[config.mk]
export PLATFORM = sky130hd
export DESIGN_NAME = spi_sdram_top
export DESIGN_NICKNAME = d
export VERILOG_FILES = /design/src/logic/sdram_cmd_pkg.sv /design/src/logic/spi_mem_pkg.sv /design/src/logic/sdram_seq.sv /design/src/logic/sdram_timer.sv /design/src/logic/spi_rw_slave.sv /design/src/logic/spi_sdram_top.sv /design/src/logic/word_packer.sv
export SDC_FILE = /design/constraint.sdc
export NUM_CORES = 1
export LEC_CHECK = 0
export BUFFER_PORTS_ARGS = -buffer_cell sky130_fd_sc_hd__buf_2
export CORE_UTILIZATION = 35
export DETAILED_ROUTE_END_ITERATION = 6
export PLACE_DENSITY = 0.61
export RECOVER_POWER = 50
export SKIP_CTS_REPAIR_TIMING = 1
export SYNTH_ARGS = -nofsm -noshare
export SYNTH_HDL_FRONTEND = slang
export SYNTH_SLANG_ARGS = --single-unit
[constraint.sdc]
create_clock -name clk -period 5.25 [get_ports clk]
set_clock_uncertainty 0.05 [all_clocks]
set_input_delay 0.525 -clock clk [delete_from_list [all_inputs] [get_ports clk]]
set_output_delay 0.525 -clock clk [all_outputs]
set_load 0.02 [all_outputs]
[src/logic/sdram_cmd_pkg.sv]
package sdram_cmd_pkg;

  // {csn, rasn, casn, wen}
  typedef enum logic [3:0] {
    cmd_nop       = 4'b0111,
    cmd_active    = 4'b0011,
    cmd_read      = 4'b0101,
    cmd_write     = 4'b0100,
    cmd_precharge = 4'b0010,
    cmd_refresh   = 4'b0001,
    cmd_load_mode = 4'b0000
  } sdram_cmd_t;

  typedef enum logic [3:0] {
    st_reset, st_init_wait, st_init_pre, st_init_ref1, st_init_ref2, st_init_mode,
    st_idle, st_refresh, st_activate, st_cas_wait, st_capture, st_precharge, st_ack
  } seq_state_t;

  typedef logic [12:0] row_t; // also the width of the A pins
  typedef logic [8:0] col_t;
  typedef logic [1:0] bank_t;

endpackage

[src/logic/spi_mem_pkg.sv]
package spi_mem_pkg;

  // one SPI data byte
  typedef logic [7:0] mem_byte_t;

  // one SDRAM word, high byte at even byte address
  typedef logic [15:0] mem_word_t;

  // SPI byte address
  // [31:24] region, [23:1] word address, [0] byte select (0 = high byte)
  typedef logic [31:0] spi_addr_t;

  // word address towards the sequencer
  typedef logic [22:0] word_addr_t;

  // region codes in spi_addr_t[31:24]
  localparam mem_byte_t region_mem = 8'h00;
  localparam mem_byte_t region_ctrl = 8'hFF;

endpackage

[src/logic/sdram_seq.sv]
`timescale 1ns/1ps

module sdram_seq #(
  parameter int t_rcd = 2,
  parameter int cas_lat = 2,
  parameter int t_rp = 2,
  parameter int t_rfc = 7,
  parameter int init_cycles = 10000,
  parameter int delay_w = 14
) (
  input  logic clk,
  input  logic rst,
  input  logic mem_req,
  input  logic mem_we,
  input  spi_mem_pkg::word_addr_t mem_addr,
  input  spi_mem_pkg::mem_word_t mem_wdata,
  output logic mem_ack,
  output spi_mem_pkg::mem_word_t mem_rdata,
  output logic delay_load,
  output logic [delay_w-1:0] delay_count,
  input  logic delay_done,
  input  logic refresh_due,
  output logic refresh_clr,
  output logic sdram_cke,
  output logic sdram_csn,
  output logic sdram_rasn,
  output logic sdram_casn,
  output logic sdram_wen,
  output sdram_cmd_pkg::bank_t sdram_ba,
  output sdram_cmd_pkg::row_t sdram_a,
  output logic [1:0] sdram_dqm,
  output spi_mem_pkg::mem_word_t sdram_dq_out,
  output logic sdram_dq_oe,
  input  spi_mem_pkg::mem_word_t sdram_dq_in
);

  // burst length 1, sequential, cas latency from the parameter
  localparam sdram_cmd_pkg::row_t mode_word = {3'b000, 1'b0, 2'b00, 3'(cas_lat), 1'b0, 3'b000};

  sdram_cmd_pkg::seq_state_t state, state_d;
  sdram_cmd_pkg::sdram_cmd_t cmd_q, cmd_d;
  sdram_cmd_pkg::bank_t bank, ba_d;
  sdram_cmd_pkg::row_t row, a_d;
  sdram_cmd_pkg::col_t col;
  logic cke_d, oe_d, ack_d, capture;

  assign bank = {1'b0, mem_addr[22]};
  assign row = mem_addr[21:9];
  assign col = mem_addr[8:0];
  assign {sdram_csn, sdram_rasn, sdram_casn, sdram_wen} = cmd_q;
  assign sdram_dqm = 2'b00;

  // a delay of n loaded here puts n + 1 cycles between two commands on the pins
  always_comb
  begin
    state_d = state;
    cmd_d = sdram_cmd_pkg::cmd_nop;
    cke_d = sdram_cke;
    oe_d = 1'b0;
    ack_d = mem_ack;
    capture = 1'b0;
    ba_d = sdram_ba;
    a_d = sdram_a;
    delay_load = 1'b0;
    delay_count = '0;
    refresh_clr = 1'b0;
    case (state)
      sdram_cmd_pkg::st_reset:
      begin
        delay_load = 1'b1;
        delay_count = delay_w'(init_cycles - 2); // cke low for init_cycles
        state_d = sdram_cmd_pkg::st_init_wait;
      end
      sdram_cmd_pkg::st_init_wait:
        if (delay_done)
        begin
          cke_d = 1'b1;
          cmd_d = sdram_cmd_pkg::cmd_precharge;
          a_d = 13'h0400; // a10, all banks
          delay_load = 1'b1;
          delay_count = delay_w'(t_rp - 1);
          state_d = sdram_cmd_pkg::st_init_pre;
        end
      sdram_cmd_pkg::st_init_pre, sdram_cmd_pkg::st_init_ref1:
        if (delay_done)
        begin
          cmd_d = sdram_cmd_pkg::cmd_refresh;
          delay_load = 1'b1;
          delay_count = delay_w'(t_rfc - 1);
          state_d = (state == sdram_cmd_pkg::st_init_pre) ? sdram_cmd_pkg::st_init_ref1
                                                           : sdram_cmd_pkg::st_init_ref2;
        end
      sdram_cmd_pkg::st_init_ref2:
        if (delay_done)
        begin
          cmd_d = sdram_cmd_pkg::cmd_load_mode;
          a_d = mode_word;
          ba_d = 2'b00;
          delay_load = 1'b1;
          delay_count = delay_w'(1); // tmrd of two cycles
          state_d = sdram_cmd_pkg::st_init_mode;
        end
      sdram_cmd_pkg::st_idle:
        if (refresh_due)
        begin
          cmd_d = sdram_cmd_pkg::cmd_refresh;
          refresh_clr = 1'b1;
          delay_load = 1'b1;
          delay_count = delay_w'(t_rfc - 1);
          state_d = sdram_cmd_pkg::st_refresh;
        end
        else if (mem_req)
        begin
          cmd_d = sdram_cmd_pkg::cmd_active;
          ba_d = bank;
          a_d = row;
          delay_load = 1'b1;
          delay_count = delay_w'(t_rcd - 1);
          state_d = sdram_cmd_pkg::st_activate;
        end
      sdram_cmd_pkg::st_activate:
        if (delay_done)
        begin
          a_d = {2'b00, 1'b1, 1'b0, col}; // a10 high, auto precharge
          delay_load = 1'b1;
          if (mem_we)
          begin
            cmd_d = sdram_cmd_pkg::cmd_write;
            oe_d = 1'b1;
            delay_count = delay_w'(t_rp);
            state_d = sdram_cmd_pkg::st_precharge;
          end
          else
          begin
            cmd_d = sdram_cmd_pkg::cmd_read;
            delay_count = delay_w'(cas_lat - 1);
            state_d = sdram_cmd_pkg::st_cas_wait;
          end
        end
      sdram_cmd_pkg::st_capture:
      begin
        capture = 1'b1; // dq_in is valid cas_lat cycles after the read command
        delay_load = 1'b1;
        delay_count = delay_w'(t_rp - 1);
        state_d = sdram_cmd_pkg::st_precharge;
      end
      sdram_cmd_pkg::st_precharge:
        if (delay_done)
        begin
          ack_d = 1'b1;
          state_d = sdram_cmd_pkg::st_ack;
        end
      sdram_cmd_pkg::st_ack:
        if (!mem_req)
        begin
          ack_d = 1'b0;
          state_d = sdram_cmd_pkg::st_idle;
        end
      default: // init_mode, refresh and cas_wait only wait out the timer
        if (delay_done)
          state_d = (state == sdram_cmd_pkg::st_cas_wait) ? sdram_cmd_pkg::st_capture
                                                          : sdram_cmd_pkg::st_idle;
    endcase
  end

  always_ff @(posedge clk)
  begin
    if (rst)
    begin
      state <= sdram_cmd_pkg::st_reset;
      cmd_q <= sdram_cmd_pkg::cmd_nop;
      sdram_cke <= 1'b0;
      sdram_dq_oe <= 1'b0;
      mem_ack <= 1'b0;
    end
    else
    begin
      state <= state_d;
      cmd_q <= cmd_d;
      sdram_cke <= cke_d;
      sdram_dq_oe <= oe_d;
      mem_ack <= ack_d;
    end
  end

  always_ff @(posedge clk)
  begin
    sdram_ba <= ba_d;
    sdram_a <= a_d;
    sdram_dq_out <= mem_wdata; // lines up with the write command
    if (capture)
      mem_rdata <= sdram_dq_in;
  end

endmodule

[src/logic/sdram_timer.sv]
`timescale 1ns/1ps

module sdram_timer #(
  parameter int refresh_cycles = 780,
  parameter int delay_w = 14
) (
  input  logic clk,
  input  logic rst,
  input  logic delay_load,
  input  logic [delay_w-1:0] delay_count,
  output logic delay_done,
  input  logic refresh_clr,
  output logic refresh_due
);

  localparam int ref_w = $clog2(refresh_cycles);

  logic [delay_w-1:0] delay_cnt;
  logic [ref_w-1:0] ref_cnt;
  logic ref_tick;

  assign delay_done = (delay_cnt == '0);
  assign ref_tick = (ref_cnt == ref_w'(refresh_cycles - 1));

  always_ff @(posedge clk)
  begin
    if (rst)
      delay_cnt <= '0;
    else if (delay_load)
      delay_cnt <= delay_count;
    else if (!delay_done)
      delay_cnt <= delay_cnt - 1'b1; // stops at zero
  end

  always_ff @(posedge clk)
  begin
    if (rst)
    begin
      ref_cnt <= '0;
      refresh_due <= 1'b0;
    end
    else
    begin
      ref_cnt <= ref_tick ? '0 : ref_cnt + 1'b1;
      if (ref_tick)
        refresh_due <= 1'b1; // a new tick beats a clear
      else if (refresh_clr)
        refresh_due <= 1'b0;
    end
  end

endmodule

[src/logic/spi_rw_slave.sv]
`timescale 1ns/1ps

module spi_rw_slave (
  input  logic clk,
  input  logic rst,
  input  logic csn,
  input  logic sclk,
  input  logic mosi,
  output logic miso,
  output logic byte_req,
  output logic byte_we,
  output spi_mem_pkg::spi_addr_t byte_addr,
  output spi_mem_pkg::mem_byte_t byte_wdata,
  input  logic byte_ack,
  input  spi_mem_pkg::mem_byte_t byte_rdata
);

  typedef enum logic [1:0] {ph_cmd, ph_addr, ph_data} phase_t;

  logic [1:0] csn_sync, sclk_sync, mosi_sync;
  logic sclk_q;
  logic csn_s, mosi_s, sclk_rise, sclk_fall;
  phase_t phase;
  logic [2:0] bit_cnt;
  logic [1:0] addr_cnt; // address bytes seen
  logic is_read;
  logic pending; // request waiting for the previous handshake to close
  spi_mem_pkg::mem_byte_t rx_sr, rx_next, tx_sr, rd_byte;

  always_ff @(posedge clk)
  begin
    if (rst)
    begin
      csn_sync <= 2'b11;
      sclk_sync <= 2'b00;
      mosi_sync <= 2'b00;
      sclk_q <= 1'b0;
    end
    else
    begin
      csn_sync <= {csn_sync[0], csn};
      sclk_sync <= {sclk_sync[0], sclk};
      mosi_sync <= {mosi_sync[0], mosi};
      sclk_q <= sclk_sync[1];
    end
  end

  assign csn_s = csn_sync[1];
  assign mosi_s = mosi_sync[1]; // same delay as sclk
  assign sclk_rise = sclk_sync[1] & ~sclk_q;
  assign sclk_fall = ~sclk_sync[1] & sclk_q;
  assign rx_next = {rx_sr[6:0], mosi_s};
  assign miso = tx_sr[7];

  always_ff @(posedge clk)
  begin
    if (rst)
    begin
      phase <= ph_cmd;
      bit_cnt <= '0;
      addr_cnt <= '0;
      is_read <= 1'b0;
      pending <= 1'b0;
      byte_req <= 1'b0;
      byte_we <= 1'b0;
    end
    else
    begin
      // handshake keeps running after csn rises so an open request finishes
      if (pending && !byte_req && !byte_ack)
      begin
        byte_req <= 1'b1;
        byte_we <= !is_read;
        pending <= 1'b0;
      end
      else if (byte_req && byte_ack)
      begin
        byte_req <= 1'b0;
        byte_addr <= byte_addr + 32'd1; // next byte address
        rd_byte <= byte_rdata;
      end
      if (csn_s)
      begin
        phase <= ph_cmd;
        bit_cnt <= '0;
      end
      else if (sclk_rise)
      begin
        rx_sr <= rx_next;
        bit_cnt <= bit_cnt + 3'd1;
        if (phase == ph_addr)
          byte_addr <= {byte_addr[30:0], mosi_s}; // msb first
        if (bit_cnt == 3'd7)
        begin
          case (phase)
            ph_cmd:
            begin
              is_read <= rx_next[0];
              addr_cnt <= '0;
              phase <= ph_addr;
            end
            ph_addr:
            begin
              addr_cnt <= addr_cnt + 2'd1;
              if (addr_cnt == 2'd3)
              begin
                phase <= ph_data;
                pending <= is_read; // fetch first read byte
              end
            end
            default:
            begin
              byte_wdata <= rx_next;
              pending <= 1'b1;
            end
          endcase
        end
      end
    end
  end

  // mode 0 transmit, new byte goes out on the falling edge at a byte boundary
  always_ff @(posedge clk)
  begin
    if (rst || csn_s)
      tx_sr <= '0;
    else if (sclk_fall)
    begin
      if (bit_cnt == 3'd0 && phase == ph_data && is_read)
        tx_sr <= rd_byte;
      else
        tx_sr <= {tx_sr[6:0], 1'b0};
    end
  end

endmodule

[src/logic/spi_sdram_top.sv]
`timescale 1ns/1ps

module spi_sdram_top #(
  parameter int t_rcd = 2,
  parameter int cas_lat = 2,
  parameter int t_rp = 2,
  parameter int t_rfc = 7,
  parameter int refresh_cycles = 780,
  parameter int init_cycles = 10000
) (
  input  logic clk,
  input  logic rst,
  input  logic spi_csn,
  input  logic spi_sclk,
  input  logic spi_mosi,
  output logic spi_miso,
  output spi_mem_pkg::mem_byte_t ctrl,
  output logic sdram_cke,
  output logic sdram_csn,
  output logic sdram_rasn,
  output logic sdram_casn,
  output logic sdram_wen,
  output sdram_cmd_pkg::bank_t sdram_ba,
  output sdram_cmd_pkg::row_t sdram_a,
  output logic [1:0] sdram_dqm,
  output spi_mem_pkg::mem_word_t sdram_dq_out,
  output logic sdram_dq_oe,
  input  spi_mem_pkg::mem_word_t sdram_dq_in
);

  // sum bounds the largest delay the sequencer loads
  localparam int delay_w = $clog2(init_cycles + t_rfc + t_rcd + t_rp + cas_lat + 1);

  logic byte_req, byte_we, byte_ack;
  spi_mem_pkg::spi_addr_t byte_addr;
  spi_mem_pkg::mem_byte_t byte_wdata, byte_rdata;
  logic mem_req, mem_we, mem_ack;
  spi_mem_pkg::word_addr_t mem_addr;
  spi_mem_pkg::mem_word_t mem_wdata, mem_rdata;
  logic delay_load, delay_done, refresh_due, refresh_clr;
  logic [delay_w-1:0] delay_count;

  spi_rw_slave u_slave (
    .clk(clk), .rst(rst), .csn(spi_csn), .sclk(spi_sclk), .mosi(spi_mosi),
    .miso(spi_miso), .byte_req(byte_req), .byte_we(byte_we), .byte_addr(byte_addr),
    .byte_wdata(byte_wdata), .byte_ack(byte_ack), .byte_rdata(byte_rdata)
  );

  word_packer u_packer (
    .clk(clk), .rst(rst), .byte_req(byte_req), .byte_we(byte_we), .byte_addr(byte_addr),
    .byte_wdata(byte_wdata), .byte_ack(byte_ack), .byte_rdata(byte_rdata),
    .mem_req(mem_req), .mem_we(mem_we), .mem_addr(mem_addr), .mem_wdata(mem_wdata),
    .mem_ack(mem_ack), .mem_rdata(mem_rdata), .ctrl(ctrl)
  );

  sdram_seq #(
    .t_rcd(t_rcd), .cas_lat(cas_lat), .t_rp(t_rp), .t_rfc(t_rfc),
    .init_cycles(init_cycles), .delay_w(delay_w)
  ) u_seq (
    .clk(clk), .rst(rst), .mem_req(mem_req), .mem_we(mem_we), .mem_addr(mem_addr),
    .mem_wdata(mem_wdata), .mem_ack(mem_ack), .mem_rdata(mem_rdata),
    .delay_load(delay_load), .delay_count(delay_count), .delay_done(delay_done),
    .refresh_due(refresh_due), .refresh_clr(refresh_clr),
    .sdram_cke(sdram_cke), .sdram_csn(sdram_csn), .sdram_rasn(sdram_rasn),
    .sdram_casn(sdram_casn), .sdram_wen(sdram_wen), .sdram_ba(sdram_ba),
    .sdram_a(sdram_a), .sdram_dqm(sdram_dqm), .sdram_dq_out(sdram_dq_out),
    .sdram_dq_oe(sdram_dq_oe), .sdram_dq_in(sdram_dq_in)
  );

  sdram_timer #(
    .refresh_cycles(refresh_cycles), .delay_w(delay_w)
  ) u_timer (
    .clk(clk), .rst(rst), .delay_load(delay_load), .delay_count(delay_count),
    .delay_done(delay_done), .refresh_clr(refresh_clr), .refresh_due(refresh_due)
  );

endmodule

[src/logic/word_packer.sv]
`timescale 1ns/1ps

module word_packer (
  input  logic clk,
  input  logic rst,
  input  logic byte_req,
  input  logic byte_we,
  input  spi_mem_pkg::spi_addr_t byte_addr,
  input  spi_mem_pkg::mem_byte_t byte_wdata,
  output logic byte_ack,
  output spi_mem_pkg::mem_byte_t byte_rdata,
  output logic mem_req,
  output logic mem_we,
  output spi_mem_pkg::word_addr_t mem_addr,
  output spi_mem_pkg::mem_word_t mem_wdata,
  input  logic mem_ack,
  input  spi_mem_pkg::mem_word_t mem_rdata,
  output spi_mem_pkg::mem_byte_t ctrl
);

  typedef enum logic [1:0] {pk_idle, pk_mem, pk_ack} pk_state_t;

  pk_state_t state;
  spi_mem_pkg::mem_byte_t hi_byte; // even byte waiting for its partner
  spi_mem_pkg::mem_byte_t region;

  assign region = byte_addr[31:24];

  always_ff @(posedge clk)
  begin
    if (rst)
    begin
      state <= pk_idle;
      byte_ack <= 1'b0;
      mem_req <= 1'b0;
      mem_we <= 1'b0;
      ctrl <= '0;
    end
    else
    begin
      case (state)
        pk_idle:
          // mem_ack low means the sequencer closed the last access
          if (byte_req && !mem_ack)
          begin
            if (region == spi_mem_pkg::region_mem)
            begin
              if (byte_we && !byte_addr[0])
              begin
                hi_byte <= byte_wdata;
                byte_ack <= 1'b1;
                state <= pk_ack;
              end
              else
              begin
                mem_req <= 1'b1;
                mem_we <= byte_we;
                mem_addr <= byte_addr[23:1];
                mem_wdata <= {hi_byte, byte_wdata};
                state <= pk_mem;
              end
            end
            else
            begin
              if (region == spi_mem_pkg::region_ctrl && byte_we)
                ctrl <= byte_wdata;
              byte_rdata <= (region == spi_mem_pkg::region_ctrl) ? ctrl : 8'h00;
              byte_ack <= 1'b1;
              state <= pk_ack;
            end
          end
        pk_mem:
          if (mem_ack)
          begin
            mem_req <= 1'b0;
            if (!mem_we)
              byte_rdata <= byte_addr[0] ? mem_rdata[7:0] : mem_rdata[15:8];
            byte_ack <= 1'b1;
            state <= pk_ack;
          end
        default:
          if (!byte_req)
          begin
            byte_ack <= 1'b0;
            state <= pk_idle;
          end
      endcase
    end
  end

endmodule

==> run_results.csv <==
group,metric,value,unit
cells_and_area,fin_area,10900,um^2
global_route,grt_start_max_net_pins,48,
synth,synth_top_area_cell,"edfxtp_1",
cells_and_area,final_cells,1218,
cells_and_area,area_growth_syn_to_layout,14.4,%
floorplanning,fp-row-count,59,
critical_path,crit_path_start_kind,"primary input",
status,status,"finished with violations",
cells_and_area,antenna_cells,0,
synth,synth-edff-count,140,
clock_tree,cts_max_path_buffers,3,
timing,min_period,3800,ps
cells_and_area,final_util,41.3,%
pwr,p_leak,0.00369,uW
route,drt_iter0_markers,462,
cells_and_area,final_common_cell,"edfxtp_1",
synth,syn-cell-area,9510,um^2
clock_tree,clkLatencyLatePin,510,ps
route,route.vias.total,6230,
route,drt_wl_total,18200,um
global_route,grt_antenna_before_repair,0,
critical_path,path_cells,"buf_2 > clkbuf_1 > clkinv_1 > clkbuf_2 > nand3_1 > o32ai_1",
timing,rsz0062_at_grt,"no",
place,place_congestion,0.770,
critical_path,cp.required,5500,ps
pwr,swShare,25.7,%
floorplanning,die_w,167,um
critical_path,timing.rr.start,"u_slave.byte_addr[0]",
clock_tree,cts_root_buffer,"clkbuf_16",
route,first_pass_iters,5,
place,placed_cells,1174,
synth,ys_async_sr_fraction,0,%
worst_hold_path,hold_end,"u_seq.mem_rdata[2]",
synth,synth_area_per_cell,11.8,um^2
critical_path,r2r-end,"u_slave.byte_addr[22]",
clock_tree,cts_tree,"built",
critical_path,crit_family,"buffers and inverters",
critical_path,worst-path-stages,6,
floorplanning,die-area,27800,um^2
worst_hold_path,min_from,"sdram_dq_in[2]",
pwr,ir_drop,0.254,mV
floorplanning,ios,69,
timing,setup_viol,0,
global_route,grt_pass1_wl,29900,um
critical_path,crit_buf_inv,4,
route,route.detailed.drc,0,
cells_and_area,nFillCells,2512,
pwr,p_sw,1130,uW
critical_path,cp-end-kind,"register",
floorplanning,design.core.area,26400,um^2
route,drt-vias-per-instance,5.11,
place,port_buffers,64,
pwr,clkPwrFrac,39.0,%
global_route,grt_overflow_total,0,
synth,ys_seq_area_share,63.2,%
timing,hold_viol_final,0,
place,dp_hpwl,12100,um
cells_and_area,drive_gt1_share,10.8,%
timing,fmax,263,MHz
place,placed_area,10100,um^2
synth,yosys_warnings,0,
clock_tree,cts_htree_levels,1,
synth,synthTopCellsByArea,"edfxtp_1 (44%), dfxtp_1 (19%), mux2i_1 (3.6%)",
pwr,power_frac_seq,47.9,%
status,failed_checks,"max-capacitance violations, max-slew violations",
synth,synth.distinct_cells,78,
cells_and_area,final_cell_mix,"edfxtp_1 (140), dfxtp_1 (90), nor2_1 (82)",
critical_path,criticalPathCategory,"primary input to register",
pwr,fin_total_pwr,4410,uW
route,route.detailed.wl_per_inst,15.0,um
clock_tree,cts_num_sinks,230,
route,detail-route-antenna-nets,0,
pwr,intPower,3280,uW
critical_path,slowest_delay,1630,ps
timing,relSlewSlack,-54.6,%
global_route,grtUsageTotal,13.0,%
critical_path,cp_data_arrival_time,4050,ps
worst_hold_path,min_path_type,"primary input to register",
critical_path,reg2regPathDepth,6,
timing,period_share,72.3,%
cells_and_area,fin_nets,893,
timing,tightest_slew,2320,ps
timing,drv_slew,48,
critical_path,path_max_fanout,47,
critical_path,critPathSlowestCell,"clkbuf_1",
critical_path,r2r_setup_slack,1960,ps
worst_hold_path,whs_path_depth,1,
timing,setup_tns,0,ps
pwr,p_comb_share,13.1,%
floorplanning,die_y,167,um
clock_tree,clk_pin_slew,60,ps
synth,ys_ff_latch,230,
synth,synthFlopType,"edfxtp_1",
synth,synth_top_area_share,44.2,%
synth,synthCells,806,
pwr,p_per_area,405,nW/um^2
clock_tree,cts_buffers,24,
job,drv_cap,1,
global_route,grt_pass1_vias,5806,
floorplanning,start_util,36.1,%
synth_stat cells (all sizes together) (10+ instances only):
cell	instances
a211oi	13
a21oi	39
and3	11
buf	22
clkbuf	22
dfxtp	90
edfxtp	140
inv	10
mux2i	34
nand2	70
nand3	36
nor2	83
nor2b	10
nor3	21
nor4	12
o21ai	37
xor2	19
state kept, by name, indices dropped and copies added (netlist names), 3 cells and up:
signal,flops
u_slave.byte_addr,32
u_packer.mem_addr,23
u_packer.mem_wdata,16
u_seq.mem_rdata,16
u_seq.sdram_dq_out,16
u_timer.delay_cnt,14
u_seq.sdram_a,13
u_timer.ref_cnt,10
u_packer.byte_rdata,8
u_packer.ctrl,8
u_packer.hi_byte,8
u_slave.byte_wdata,8
u_slave.rd_byte,8
u_slave.tx_sr,8
u_slave.rx_sr,7
u_seq.state,4
u_seq.cmd_q,3
u_slave.bit_cnt,3
power groups by stage:
| stage | clock network (uW) | registers (uW) | logic, uW |
|---|---|---|---|
| floorplan | 0 | 2110 | 492 |
| global placement | 0 | 2150 | 579 |
| detailed placement | 0 | 2150 | 583 |
| CTS | 1760 | 2110 | 588 |
| global route | 1840 | 2130 | 641 |
| finish | 1720 | 2110 | 577 |
area by class of cell:
| class | instances | area [um^2] | share of cell area, % |
|---|---|---|---|
| multi-input combinational | 524 | 3270 | 30.1 |
| clock buffer | 34 | 669 | 6.15 |
| sequential | 230 | 6010 | 55.2 |
| timing repair buffer | 74 | 334 | 3.07 |
| inverter | 11 | 41.3 | 0.380 |
| clock inverter | 10 | 138 | 1.27 |
| tap | 335 | 419 | 3.85 |
cell families after synthesis:
family,count (synthesis),share of synthesized area [%]
other cells,1,0.0394
mux,37,3.93
compound gates,145,9.86
flops,230,63.2
simple gates,303,16.7
xor+xnor,28,2.74
buf+inv,55,2.65
fa+ha+maj,7,0.921
metrics by stage:
step,setup WS [ps],hold slack (ps)
after floorplan,942,273
after global placement,2020,277
after detailed placement,1980,277
after CTS,1980,134
after global routing,1020,130
final,1450,154
layer usage:
| metal | vias to the layer above | GRT usage [%] | part of all wire, % |
|---|---|---|---|
| met5 | - | 0 | 0 |
| met4 | 0 | 2.70 | 1.5 |
| met3 | 22 | 2.26 | 4.9 |
| met2 | 169 | 20.9 | 45 |
| met1 | 2954 | 18.4 | 49 |
| li1 | 3085 | - | - |
how the worst max path moves through the flow:
stage | start | end | slack [ps]
5_1_grt | rst | u_seq.state[0] | 1020
3_3_place_gp | u_slave.byte_addr[0] | u_slave.byte_addr[22] | 2020
3_5_place_dp | u_slave.byte_addr[0] | u_slave.byte_addr[22] | 1980
4_1_cts | u_slave.byte_addr[0] | u_slave.byte_addr[22] | 1980
6_report | rst | u_seq.state[0] | 1450
2_1_floorplan | u_slave.byte_addr[25] | u_packer.mem_addr[0] | 940
No activity file was read; power rests on OpenSTA's default activity.
